`src/hdl/sys_monitor_pkg.sv`:
```
package sys_monitor_pkg;

    // ************************************************************
    // Widths shared by the monitor blocks
    // ************************************************************
    localparam int INJ_ADDR_W  = 40;    // Scrubber injection address
    localparam int INJ_STROBES = 3;     // Strobe windows per sequence
    localparam int READING_W   = 12;    // Kept MSBs of one ADC result
    localparam int DRP_ADDR_W  = 7;
    localparam int DRP_DATA_W  = 16;

    // Poll slots, walked in this order by the sensor poller
    typedef enum logic [2:0] {
        chan_temperature,
        chan_vccint,
        chan_vccaux,
        chan_vccbram,
        chan_vpvn,
        chan_vrefp,
        chan_vrefn,
        chan_unused
    } sensor_chan_e;

    // ************************************************************
    // Slot to ADC status register address
    // ************************************************************
    // VCCBRAM sits at 0x06, out of order with the rest
    function automatic logic [DRP_ADDR_W-1:0] sensor_drp_addr(input sensor_chan_e chan);
        logic [DRP_ADDR_W-1:0] addr;
        case (chan)
            chan_temperature: addr = 7'h00;
            chan_vccint:      addr = 7'h01;
            chan_vccaux:      addr = 7'h02;
            chan_vccbram:     addr = 7'h06;
            chan_vpvn:        addr = 7'h03;
            chan_vrefp:       addr = 7'h04;
            chan_vrefn:       addr = 7'h05;
            default:          addr = 7'h00;   // Idle slot reads temperature again
        endcase
        return addr;
    endfunction

endpackage

```
`src/hdl/adc_sensor_poller.sv`:
```
`timescale 1ns/1ps

module adc_sensor_poller #(
    parameter int DIV_W     = 16,
    parameter int DEN_DELAY = 255
) (
    input  logic                                   clk66m,
    input  logic                                   rst_66m,
    output logic                                   drp_den,
    output logic [sys_monitor_pkg::DRP_ADDR_W-1:0] drp_daddr,
    input  logic                                   drp_drdy,
    input  logic [sys_monitor_pkg::DRP_DATA_W-1:0] drp_do,
    output logic [sys_monitor_pkg::READING_W-1:0]  temperature,
    output logic [sys_monitor_pkg::READING_W-1:0]  vccint,
    output logic [sys_monitor_pkg::READING_W-1:0]  vccaux,
    output logic [sys_monitor_pkg::READING_W-1:0]  vccbram,
    output logic [sys_monitor_pkg::READING_W-1:0]  vpvn,
    output logic [sys_monitor_pkg::READING_W-1:0]  vrefp,
    output logic [sys_monitor_pkg::READING_W-1:0]  vrefn
);
    import sys_monitor_pkg::*;

    logic [DIV_W-1:0]     div_cnt;
    sensor_chan_e         slot;
    logic [READING_W-1:0] result;

    // ************************************************************
    // Pacing and slot walk
    // ************************************************************
    always_ff @(posedge clk66m or posedge rst_66m) begin
        if (rst_66m) begin
            div_cnt <= '0;
            slot    <= chan_temperature;
        end else begin
            div_cnt <= div_cnt + 1'b1;  // Free running, wraps
            if (div_cnt == '0) begin
                slot <= sensor_chan_e'(slot + 1'b1);    // Unused slot wraps to temperature
            end
        end
    end

    // One read per slot, well clear of the slot change
    assign drp_den   = (div_cnt == DIV_W'(DEN_DELAY));
    assign drp_daddr = sensor_drp_addr(slot);

    // ADC result is MSB aligned, low nibble dropped
    assign result = drp_do[DRP_DATA_W-1 -: READING_W];

    // ************************************************************
    // Reading registers
    // ************************************************************
    always_ff @(posedge clk66m or posedge rst_66m) begin
        if (rst_66m) begin
            temperature <= '0;
            vccint      <= '0;
            vccaux      <= '0;
            vccbram     <= '0;
            vpvn        <= '0;
            vrefp       <= '0;
            vrefn       <= '0;
        end else if (drp_drdy) begin
            case (slot)
                chan_temperature: temperature <= result;
                chan_vccint:      vccint      <= result;
                chan_vccaux:      vccaux      <= result;
                chan_vccbram:     vccbram     <= result;
                chan_vpvn:        vpvn        <= result;
                chan_vrefp:       vrefp       <= result;
                chan_vrefn:       vrefn       <= result;
                default: begin
                    // Spare slot, answer is thrown away
                end
            endcase
        end
    end

endmodule

```
`src/hdl/sem_inject_seq.sv`:
```
`timescale 1ns/1ps

module sem_inject_seq (
    input  logic                                    clk66m,
    input  logic                                    rst_66m,
    input  logic                                    inject_start,
    input  logic [sys_monitor_pkg::INJ_STROBES-1:0] inject_strobe_sel,
    input  logic [sys_monitor_pkg::INJ_ADDR_W-1:0]  inject_addr,
    output logic                                    inject_strobe,
    output logic [sys_monitor_pkg::INJ_ADDR_W-1:0]  inject_address
);
    import sys_monitor_pkg::*;

    // Each window is a 4 cycle gap followed by a 2 cycle strobe
    localparam int GAP_LEN = 4;
    localparam int WIN_LEN = 2;
    localparam int STEP    = GAP_LEN + WIN_LEN;
    localparam int SEQ_LEN = STEP * INJ_STROBES + 1;   // 19 stages for three windows

    logic               start_q;
    logic               start_edge;
    logic [SEQ_LEN-1:0] seq_sr;     // Bit 0 holds the fresh edge

    // ************************************************************
    // Edge detect and sequence shift register
    // ************************************************************
    assign start_edge = inject_start & ~start_q;

    always_ff @(posedge clk66m or posedge rst_66m) begin
        if (rst_66m) begin
            start_q <= 1'b0;
            seq_sr  <= '0;
        end else begin
            start_q <= inject_start;
            seq_sr  <= {seq_sr[SEQ_LEN-2:0], start_edge};
        end
    end

    // ************************************************************
    // Window decode
    // ************************************************************
    // Earlier windows take priority when two sequences overlap,
    // and inside a window the gap beats the strobe
    always_comb begin
        inject_strobe = 1'b0;
        for (int k = INJ_STROBES - 1; k >= 0; k--) begin
            if (|seq_sr[STEP*k + GAP_LEN + 1 +: WIN_LEN]) begin
                inject_strobe = inject_strobe_sel[k];   // Strobe only if selected
            end
            if (|seq_sr[STEP*k + 1 +: GAP_LEN]) begin
                inject_strobe = 1'b0;
            end
        end
    end

    // Address held valid for the whole sequence, zero when idle
    assign inject_address = (|seq_sr[SEQ_LEN-1:1]) ? inject_addr : '0;

endmodule

```
`src/hdl/seu_event_counter.sv`:
```
`timescale 1ns/1ps

module seu_event_counter #(
    parameter int COUNT_W = 16
) (
    input  logic               clk66m,
    input  logic               rst_66m,
    input  logic               status,
    input  logic               clear,
    output logic [COUNT_W-1:0] count
);

    logic               status_q1;
    logic               status_q2;
    logic               status_edge;
    logic [COUNT_W-1:0] event_cnt;

    // One count per rising edge, a held level counts once
    assign status_edge = status_q1 & ~status_q2;

    always_ff @(posedge clk66m or posedge rst_66m) begin
        if (rst_66m) begin
            status_q1 <= 1'b0;
            status_q2 <= 1'b0;
            event_cnt <= '0;
            count     <= '0;
        end else begin
            status_q1 <= status;
            status_q2 <= status_q1;
            if (clear) begin
                // Clear wins over a coincident edge
                event_cnt <= '0;
                count     <= '0;
            end else begin
                if (status_edge) begin
                    event_cnt <= event_cnt + 1'b1;
                end
                count <= event_cnt;     // Output stage, one cycle behind
            end
        end
    end

endmodule

```
`src/hdl/sys_monitor_top.sv`:
```
`timescale 1ns/1ps

module sys_monitor_top #(
    parameter int COUNT_W   = 16,
    parameter int DIV_W     = 16,
    parameter int DEN_DELAY = 255
) (
    input  logic                                    clk66m,
    input  logic                                    rst_66m,

    // Fault injection towards the scrubber
    input  logic                                    inject_start,
    input  logic [sys_monitor_pkg::INJ_STROBES-1:0] inject_strobe_sel,
    input  logic [sys_monitor_pkg::INJ_ADDR_W-1:0]  inject_addr,
    output logic                                    inject_strobe,
    output logic [sys_monitor_pkg::INJ_ADDR_W-1:0]  inject_address,

    // Scrubber status and event counts
    input  logic                                    status_correction,
    input  logic                                    status_uncorrectable,
    input  logic                                    seu_count_reset,
    output logic [COUNT_W-1:0]                      seu_enable_count,
    output logic [COUNT_W-1:0]                      seu_disable_count,

    // ADC reconfiguration port
    output logic                                    drp_den,
    output logic [sys_monitor_pkg::DRP_ADDR_W-1:0]  drp_daddr,
    input  logic                                    drp_drdy,
    input  logic [sys_monitor_pkg::DRP_DATA_W-1:0]  drp_do,

    // Sensor readings
    output logic [sys_monitor_pkg::READING_W-1:0]   temperature,
    output logic [sys_monitor_pkg::READING_W-1:0]   vccint,
    output logic [sys_monitor_pkg::READING_W-1:0]   vccaux,
    output logic [sys_monitor_pkg::READING_W-1:0]   vccbram,
    output logic [sys_monitor_pkg::READING_W-1:0]   vpvn,
    output logic [sys_monitor_pkg::READING_W-1:0]   vrefp,
    output logic [sys_monitor_pkg::READING_W-1:0]   vrefn
);

    // ************************************************************
    // Configuration memory side
    // ************************************************************
    sem_inject_seq u_inject_seq (
        .clk66m            (clk66m),
        .rst_66m           (rst_66m),
        .inject_start      (inject_start),
        .inject_strobe_sel (inject_strobe_sel),
        .inject_addr       (inject_addr),
        .inject_strobe     (inject_strobe),
        .inject_address    (inject_address)
    );

    // Corrected upsets
    seu_event_counter #(
        .COUNT_W (COUNT_W)
    ) u_correction_count (
        .clk66m  (clk66m),
        .rst_66m (rst_66m),
        .status  (status_correction),
        .clear   (seu_count_reset),
        .count   (seu_enable_count)
    );

    // Upsets the scrubber could not fix
    seu_event_counter #(
        .COUNT_W (COUNT_W)
    ) u_uncorrectable_count (
        .clk66m  (clk66m),
        .rst_66m (rst_66m),
        .status  (status_uncorrectable),
        .clear   (seu_count_reset),
        .count   (seu_disable_count)
    );

    // ************************************************************
    // Temperature and supply monitor
    // ************************************************************
    adc_sensor_poller #(
        .DIV_W     (DIV_W),
        .DEN_DELAY (DEN_DELAY)
    ) u_sensor_poller (
        .clk66m      (clk66m),
        .rst_66m     (rst_66m),
        .drp_den     (drp_den),
        .drp_daddr   (drp_daddr),
        .drp_drdy    (drp_drdy),
        .drp_do      (drp_do),
        .temperature (temperature),
        .vccint      (vccint),
        .vccaux      (vccaux),
        .vccbram     (vccbram),
        .vpvn        (vpvn),
        .vrefp       (vrefp),
        .vrefn       (vrefn)
    );

endmodule

```
`config.mk`:
```
export PLATFORM = sky130hd
export DESIGN_NAME = sys_monitor_top
export DESIGN_NICKNAME = d
export VERILOG_FILES = /design/src/hdl/sys_monitor_pkg.sv /design/src/hdl/adc_sensor_poller.sv /design/src/hdl/sem_inject_seq.sv /design/src/hdl/seu_event_counter.sv /design/src/hdl/sys_monitor_top.sv
export SDC_FILE = /design/constraint.sdc
export NUM_CORES = 1
export LEC_CHECK = 0
export BUFFER_PORTS_ARGS = -buffer_cell sky130_fd_sc_hd__clkbuf_2
export CORE_MARGIN = 2
export CORE_UTILIZATION = 35
export DETAILED_ROUTE_END_ITERATION = 6
export MAX_ROUTING_LAYER = met4
export SLEW_MARGIN = 15
export SYNTH_ARGS = -nofsm -noshare
export SYNTH_HDL_FRONTEND = slang
export SYNTH_SLANG_ARGS = --single-unit
```
`constraint.sdc`:
```
create_clock -name clk66m -period 13.08 [get_ports clk66m]
set_input_delay 0 -clock clk66m [delete_from_list [all_inputs] [get_ports clk66m]]
set_output_delay 0 -clock clk66m [all_outputs]
set_load 0.01 [all_outputs]
```
After elaboration in Yosys (flattened, before gate mapping)
Index checks and enable logic that the tools add are counted.
{ "op_classes": {"n_addsub": 4, "n_mul": 0, "div": 0, "n_lt_le_gt_ge": 0, "eq_ne": 7, "shift": 0, "muxes": 14, "bitwise": 6, "n_reduce_logical": 18} }
{ "ops": {"columns": ["op", "count"], "rows": [
  ["$mux W16", 6],
  ["$add A16 B1 Y16 const B", 3],
  ["$mux W40", 1],
  ["$pmux W3 S6", 1],
  ["$reduce_or A18 Y1", 1],
  ["$eq A16 B8 Y1 const B", 1],
  ["$logic_not A16 Y1", 1],
  ["$reduce_and A2 Y1", 7],
  ["$reduce_or A4 Y1", 3],
  ["$eq A3 B3 Y1 const B", 3],
  ["$eq A3 B2 Y1 const B", 2],
  ["$mux W1", 6],
  ["$reduce_or A2 Y1", 3],
  ["$reduce_bool A2 Y1", 2],
  ["$add A3 B1 Y3 const B", 1],
  ["$and A1 B1 Y1", 3],
  ["$eq A3 B1 Y1 const B", 1],
  ["$logic_not A3 Y1", 1],
  ["$not A1 Y1", 3]
]} }
{ "totals": {"ff_bits": 191, "latchBits": 0, "ram_bits": 0, "rom_bits": 0, "in_bits": 66, "output_inout_bits": 165, "word_cells": 68, "mem_count": 0} }

Longest topological paths before layout
{ "logic_depth": {"word_depth": 7, "mapped_depth": 6} }

By module
A second synthesis with hierarchy kept.
{ "unflattened": {"cells_unflattened": 590, "area_unflattened_um2": 7887.6} }
{ "by_module_without_submodules": {"columns": ["module", "instances", "cells_each", "area_per_inst_um2", "seq_area_each_um2"], "rows": [
  ["adc_sensor_poller", 1, 277, 4186.5, 2577.5],
  ["seu_event_counter", 2, 115, 1355.0, 850.8],
  ["sem_inject_seq", 1, 83, 991.0, 500.5]
]} }

Worst setup path after synthesis
No wires, ideal clock.
{ "synth_timing": {"path_type": "register to register", "from": "register u_sensor_poller.slot[0]", "to": "register u_sensor_poller.vccbram[0] in the netlist's numbering", "setup_time_ps": 125, "t_arrival_ps": 1591, "required_ps": 12955, "slack_ps": 11364, "path_stages_with_launch": 6, "period_less_slack_ps": 1716, "path_cell_list": "dfrtp_1 -> ha_1 -> ha_1 -> nand2_1 -> clkbuf_1 -> mux2_2"} }
{ "synth_between": {"elab_chain_len": 2} }
{ "synth_rtl": {"columns": ["element", "line", "text"], "rows": [
  ["start: declaration", "adc_sensor_poller.sv:24", "sensor_chan_e slot;"],
  ["start signal: assignment", "adc_sensor_poller.sv:33", "slot <= chan_temperature;"],
  ["start signal: assignment", "adc_sensor_poller.sv:37", "slot <= sensor_chan_e'(slot + 1'b1);"],
  ["$eq A3 B2 Y1", "adc_sensor_poller.sv:62", "case (slot)"],
  ["$reduce_and A2 Y1 (no source line)", null, null],
  ["end signal: assignment", "adc_sensor_poller.sv:66", "chan_vccbram: vccbram <= result;"],
  ["end: declaration", "adc_sensor_poller.sv:16", "output logic [sys_monitor_pkg::READING_W-1:0] vccbram,"]
]} }
No other way between the ends.
A chain may end at the register's enable or synchronous reset.

Worst setup path after layout
{ "layout_timing": {"from": "register u_inject_seq.seq_sr[2]", "to": "output inject_address[26] in the netlist's numbering"} }
{ "layout_between": {"elab_chain_len": 2} }
{ "layout_rtl": {"columns": ["element", "line", "text"], "rows": [
  ["start: declaration", "sem_inject_seq.sv:22", "logic [SEQ_LEN-1:0] seq_sr;"],
  ["start signal: assignment", "sem_inject_seq.sv:35", "seq_sr <= {seq_sr[SEQ_LEN-2:0], start_edge};"],
  ["$reduce_or A18 Y1", "sem_inject_seq.sv:57", "assign inject_address = (|seq_sr[SEQ_LEN-1:1]) ? inject_addr : '0;"],
  ["$mux W40", "sem_inject_seq.sv:57", null],
  ["end: declaration", "sys_monitor_top.sv:16", "output logic [sys_monitor_pkg::INJ_ADDR_W-1:0] inject_address,"]
]} }
No other way between the ends.

==> results.json <==
{
  "run_status": "finished, final reports clean",
  "grt_util_all_layers": 0.159,
  "clk-insertion-delay-late_ns": 0.42,
  "crit_path_cell_trace": "or4_4, nor4_4, buf_4, nor2b_1, clkbuf_2",
  "io_pins": 231,
  "final_period_minus_worst_setup_slack_ns": 2.32,
  "part_of_the_total_power_dissipated_in_the_clock_network": 0.442,
  "power_frac_seq": 0.500,
  "arrival_time_of_data_at_the_critical_path_endpoint_ns": 2.32,
  "fin_total_pwr_mw": 1.21,
  "critical_path_sink_type": "output pin",
  "vias": 5068,
  "finish.cell_count_without_fillers": 1109,
  "max-slew-margin-rel": 0.416,
  "p_switching_mw": 0.288,
  "drt_first_pass_iters": 4,
  "synth_area_leaders": "sky130_fd_sc_hd__dfrtp_1 (63%), sky130_fd_sc_hd__mux2_2 (13%), sky130_fd_sc_hd__nor2b_1 (6.3%)",
  "die_w_um": 152,
  "ctsHoldBuffers": 15,
  "cts_made_buffers": 17,
  "design.die.area_mm2": 0.0230,
  "synthDistinctLibCells": 34,
  "gr-total-overflow": 0,
  "swShare": 0.238,
  "finalWorstSetupSlack_ns": 10.76,
  "tritoncts": "built",
  "wl_per_cell_um": 15.6,
  "cap_viol_max_count": 0,
  "timing.critical_path.slowest_cell_delay_ns": 0.57,
  "area_growth_syn_to_layout_pct": 27.9,
  "postSynth.topFlopCell": "sky130_fd_sc_hd__dfrtp_1",
  "setup.worst_path.start_class": "flop",
  "starting_utilization_of_the_core_area": 0.354,
  "io_buffers": 222,
  "hold_class": "in -> reg",
  "cts_max_path_buffers": 2,
  "power.ir.vdd_worst_v": 0.0000793,
  "dpl.hpwl_mm": 11.9,
  "yosysTopAreaCell": "sky130_fd_sc_hd__dfrtp_1",
  "ctsHtreeMaxLevel": 4,
  "final_max_slew_viol_count": 0,
  "cts.repair.resized": 0,
  "worst_hold_startpoint": "drp_do[14]",
  "antenna_cells_inserted": 0,
  "clk_root_buffer_cell": "sky130_fd_sc_hd__clkbuf_16",
  "combPwrFrac": 0.058,
  "setup_violations": 0,
  "power-per-cell-area_mw_per_mm2": 124,
  "pre_cts_ws_ns": 11.06,
  "synth_warnings": 0,
  "wire_length_of_the_first_global_routing_pass_mm": 28.1,
  "postCtsSetupRepairBufs": 0,
  "final_cell_area_excluding_filler_cells_mm2": 0.00978,
  "post-synth-top-area-fraction": 0.625,
  "path_clk_slew_ns": 0.07,
  "nets": 891,
  "placement.cell_area_mm2": 0.00902,
  "async_reset_ff_frac": 1.00,
  "post_synth_inst_count": 581,
  "grt_pass1_vias": 5177,
  "detail_route.vias_per_cell": 4.57,
  "cp_slowest_cell": "sky130_fd_sc_hd__or4_4",
  "intPower_mw": 0.925,
  "synth-edff-count": 0,
  "detail_route.iter0.violations": 187,
  "cts.sinks": 191,
  "max_clock_freq_ghz": 0.431,
  "final.period_utilization": 0.177,
  "leakagePower_nw": 5.12,
  "placement_rows": 54,
  "synth-seq-cells": 191,
  "dpl.cell_count": 1062,
  "max_slew.worst_pin.slew_ns": 0.875,
  "grt_setup_unrepaired": "no",
  "timing.critical_path.from": "u_inject_seq.seq_sr[2]",
  "chipHeight_um": 152,
  "post-route-drc-count": 0,
  "syn_area_mm2": 0.00765,
  "per_instance_average_area_after_synthesis_um2": 13.2,
  "worstSetupPathType": "reg -> out",
  "reg2reg_from": "u_sensor_poller.slot[0]",
  "ys_seq_area_frac": 0.625,
  "number_of_antenna_violations_at_the_first_check_in_global_routing": 0,
  "worst-endpoint-required_ns": 13.08,
  "routed_wirelength_mm": 17.3,
  "final_antenna_net_count": 0,
  "gp_congestion": 0.747,
  "finalHoldViolCount": 0,
  "core_area_mm2": 0.0216,
  "drive_gt1_frac": 0.423,
  "post_route_skew_ns": 0.00944,
  "crit_fanout": 40,
  "tns_ns": 0,
  "maximum_number_of_pins_on_one_net_before_global_route_repair": 131
}
-- worst paths after layout --
check | end | slack, ns | cells after the start
max in group asynchronous | u_correction_count.event_cnt[10] | 11.40 | 4
min | u_sensor_poller.vccaux[10] | 0.03 | 2
max | inject_address[26] | 10.76 | 5
max reg2reg | u_sensor_poller.vrefn[7] | 11.12 | 4
min in group asynchronous | u_uncorrectable_count.count[11] | 0.32 | 3
min reg2reg | u_inject_seq.seq_sr[1] | 0.35 | 0
-- worst max-delay path, delay by kind of cell, from the launching register on --
family        cells  cell delay, ns
buf+inv           2            0.55
flops             1            0.38
simple gates      3            0.96
-- placed cells by master (no fill, tap or decap), drive strengths merged --
master	synthesis	final
nor2b	77	77
or3	1	1
nor3	3	3
dlygate4sd3	0	15
xnor2	11	11
nand4	15	15
or4	4	4
and4	6	6
nor2	40	40
buf	20	3
conb	1	4
nor4	5	5
o2111ai	1	1
bufinv	0	2
o21ba	1	1
o21ai	7	7
nand3	17	17
nand2	24	24
nand2b	1	1
and3	4	4
clkbuf	7	240
xor2	27	27
clkinv	0	4
nor4b	1	1
mux2	88	88
and2	1	1
mux2i	2	2
inv	9	15
and4b	4	4
clkinvlp	0	2
ha	9	9
dfrtp	191	191
a21oi	4	4
-- area by class of cell --
| class | instances | area, µm² |
|---|---|---|
| clock buffer | 18 | 439 |
| inverter | 9 | 41.3 |
| tap | 280 | 350 |
| timing repair buffer | 240 | 1280 |
| multi-input combinational | 357 | 2710 |
| fill | 2013 | 11800 |
| sequential | 191 | 4780 |
| clock inverter | 14 | 176 |
-- cell usage after synthesis, types with 2 or more instances --
master / count
sky130_fd_sc_hd__and3_1: 4
sky130_fd_sc_hd__and4b_1: 4
sky130_fd_sc_hd__nand3_4: 2
sky130_fd_sc_hd__nor2_1: 40
sky130_fd_sc_hd__nor4_1: 4
sky130_fd_sc_hd__and4_1: 6
sky130_fd_sc_hd__ha_1: 9
sky130_fd_sc_hd__inv_1: 9
sky130_fd_sc_hd__mux2_2: 88
sky130_fd_sc_hd__nor2b_1: 77
sky130_fd_sc_hd__buf_4: 4
sky130_fd_sc_hd__mux2i_1: 2
sky130_fd_sc_hd__buf_2: 13
sky130_fd_sc_hd__o21ai_0: 7
sky130_fd_sc_hd__xor2_1: 27
sky130_fd_sc_hd__nand2_1: 24
sky130_fd_sc_hd__a21oi_1: 4
sky130_fd_sc_hd__or4_1: 3
sky130_fd_sc_hd__nand4_1: 15
sky130_fd_sc_hd__nand3_1: 15
sky130_fd_sc_hd__dfrtp_1: 191
sky130_fd_sc_hd__nor3_1: 3
sky130_fd_sc_hd__clkbuf_1: 7
sky130_fd_sc_hd__xnor2_1: 11
sky130_fd_sc_hd__buf_1: 3
-- per-layer routing --
layer,wire length (µm),part of all wire,global-route usage
met2,8800,0.51,0.269
met3,1020,0.059,0.0479
met5,0,0,-
met4,217,0.013,0.0414
met1,7270,0.42,0.185
-- power by group through the flow --
stage          Combinational, mW  Clock, mW  Sequential [mW]
2_1_floorplan             0.0329          0            0.620
3_3_place_gp              0.0684          0            0.618
3_5_place_dp              0.0686          0            0.618
4_1_cts                   0.0723      0.558            0.607
5_1_grt                   0.0783      0.582            0.608
6_report                  0.0699      0.537            0.607
-- cell families after synthesis --
group	Yosys count	share of synthesized area
AO/OA/AOI/OAI	13	0.00965
XOR/XNOR	38	0.0435
adder cells (fa/ha/maj)	9	0.0147
buffers and inverters	36	0.0218
flip-flops	191	0.625
multiplexers	90	0.132
other	1	0.000490
AND/OR/NAND/NOR	203	0.153
-- stage by stage --
stage | hold WS [ns] | util
2_1_floorplan | 0.0314 | -
3_3_place_gp | 0.108 | 0.417
3_5_place_dp | 0.110 | 0.417
4_1_cts | 0.0325 | 0.452
5_1_grt | 0.0389 | 0.452
6_report | 0.0310 | 0.452
-- sequential cells by signal, summed over array words and instances (netlist names), 16 cells and up --
name and cells:
u_correction_count.count 16, u_inject_seq.seq_sr 19, u_correction_count.event_cnt 16, u_uncorrectable_count.count 16
u_uncorrectable_count.event_cnt 16, u_sensor_poller.div_cnt 16
(Power assumes the default switching activity.)
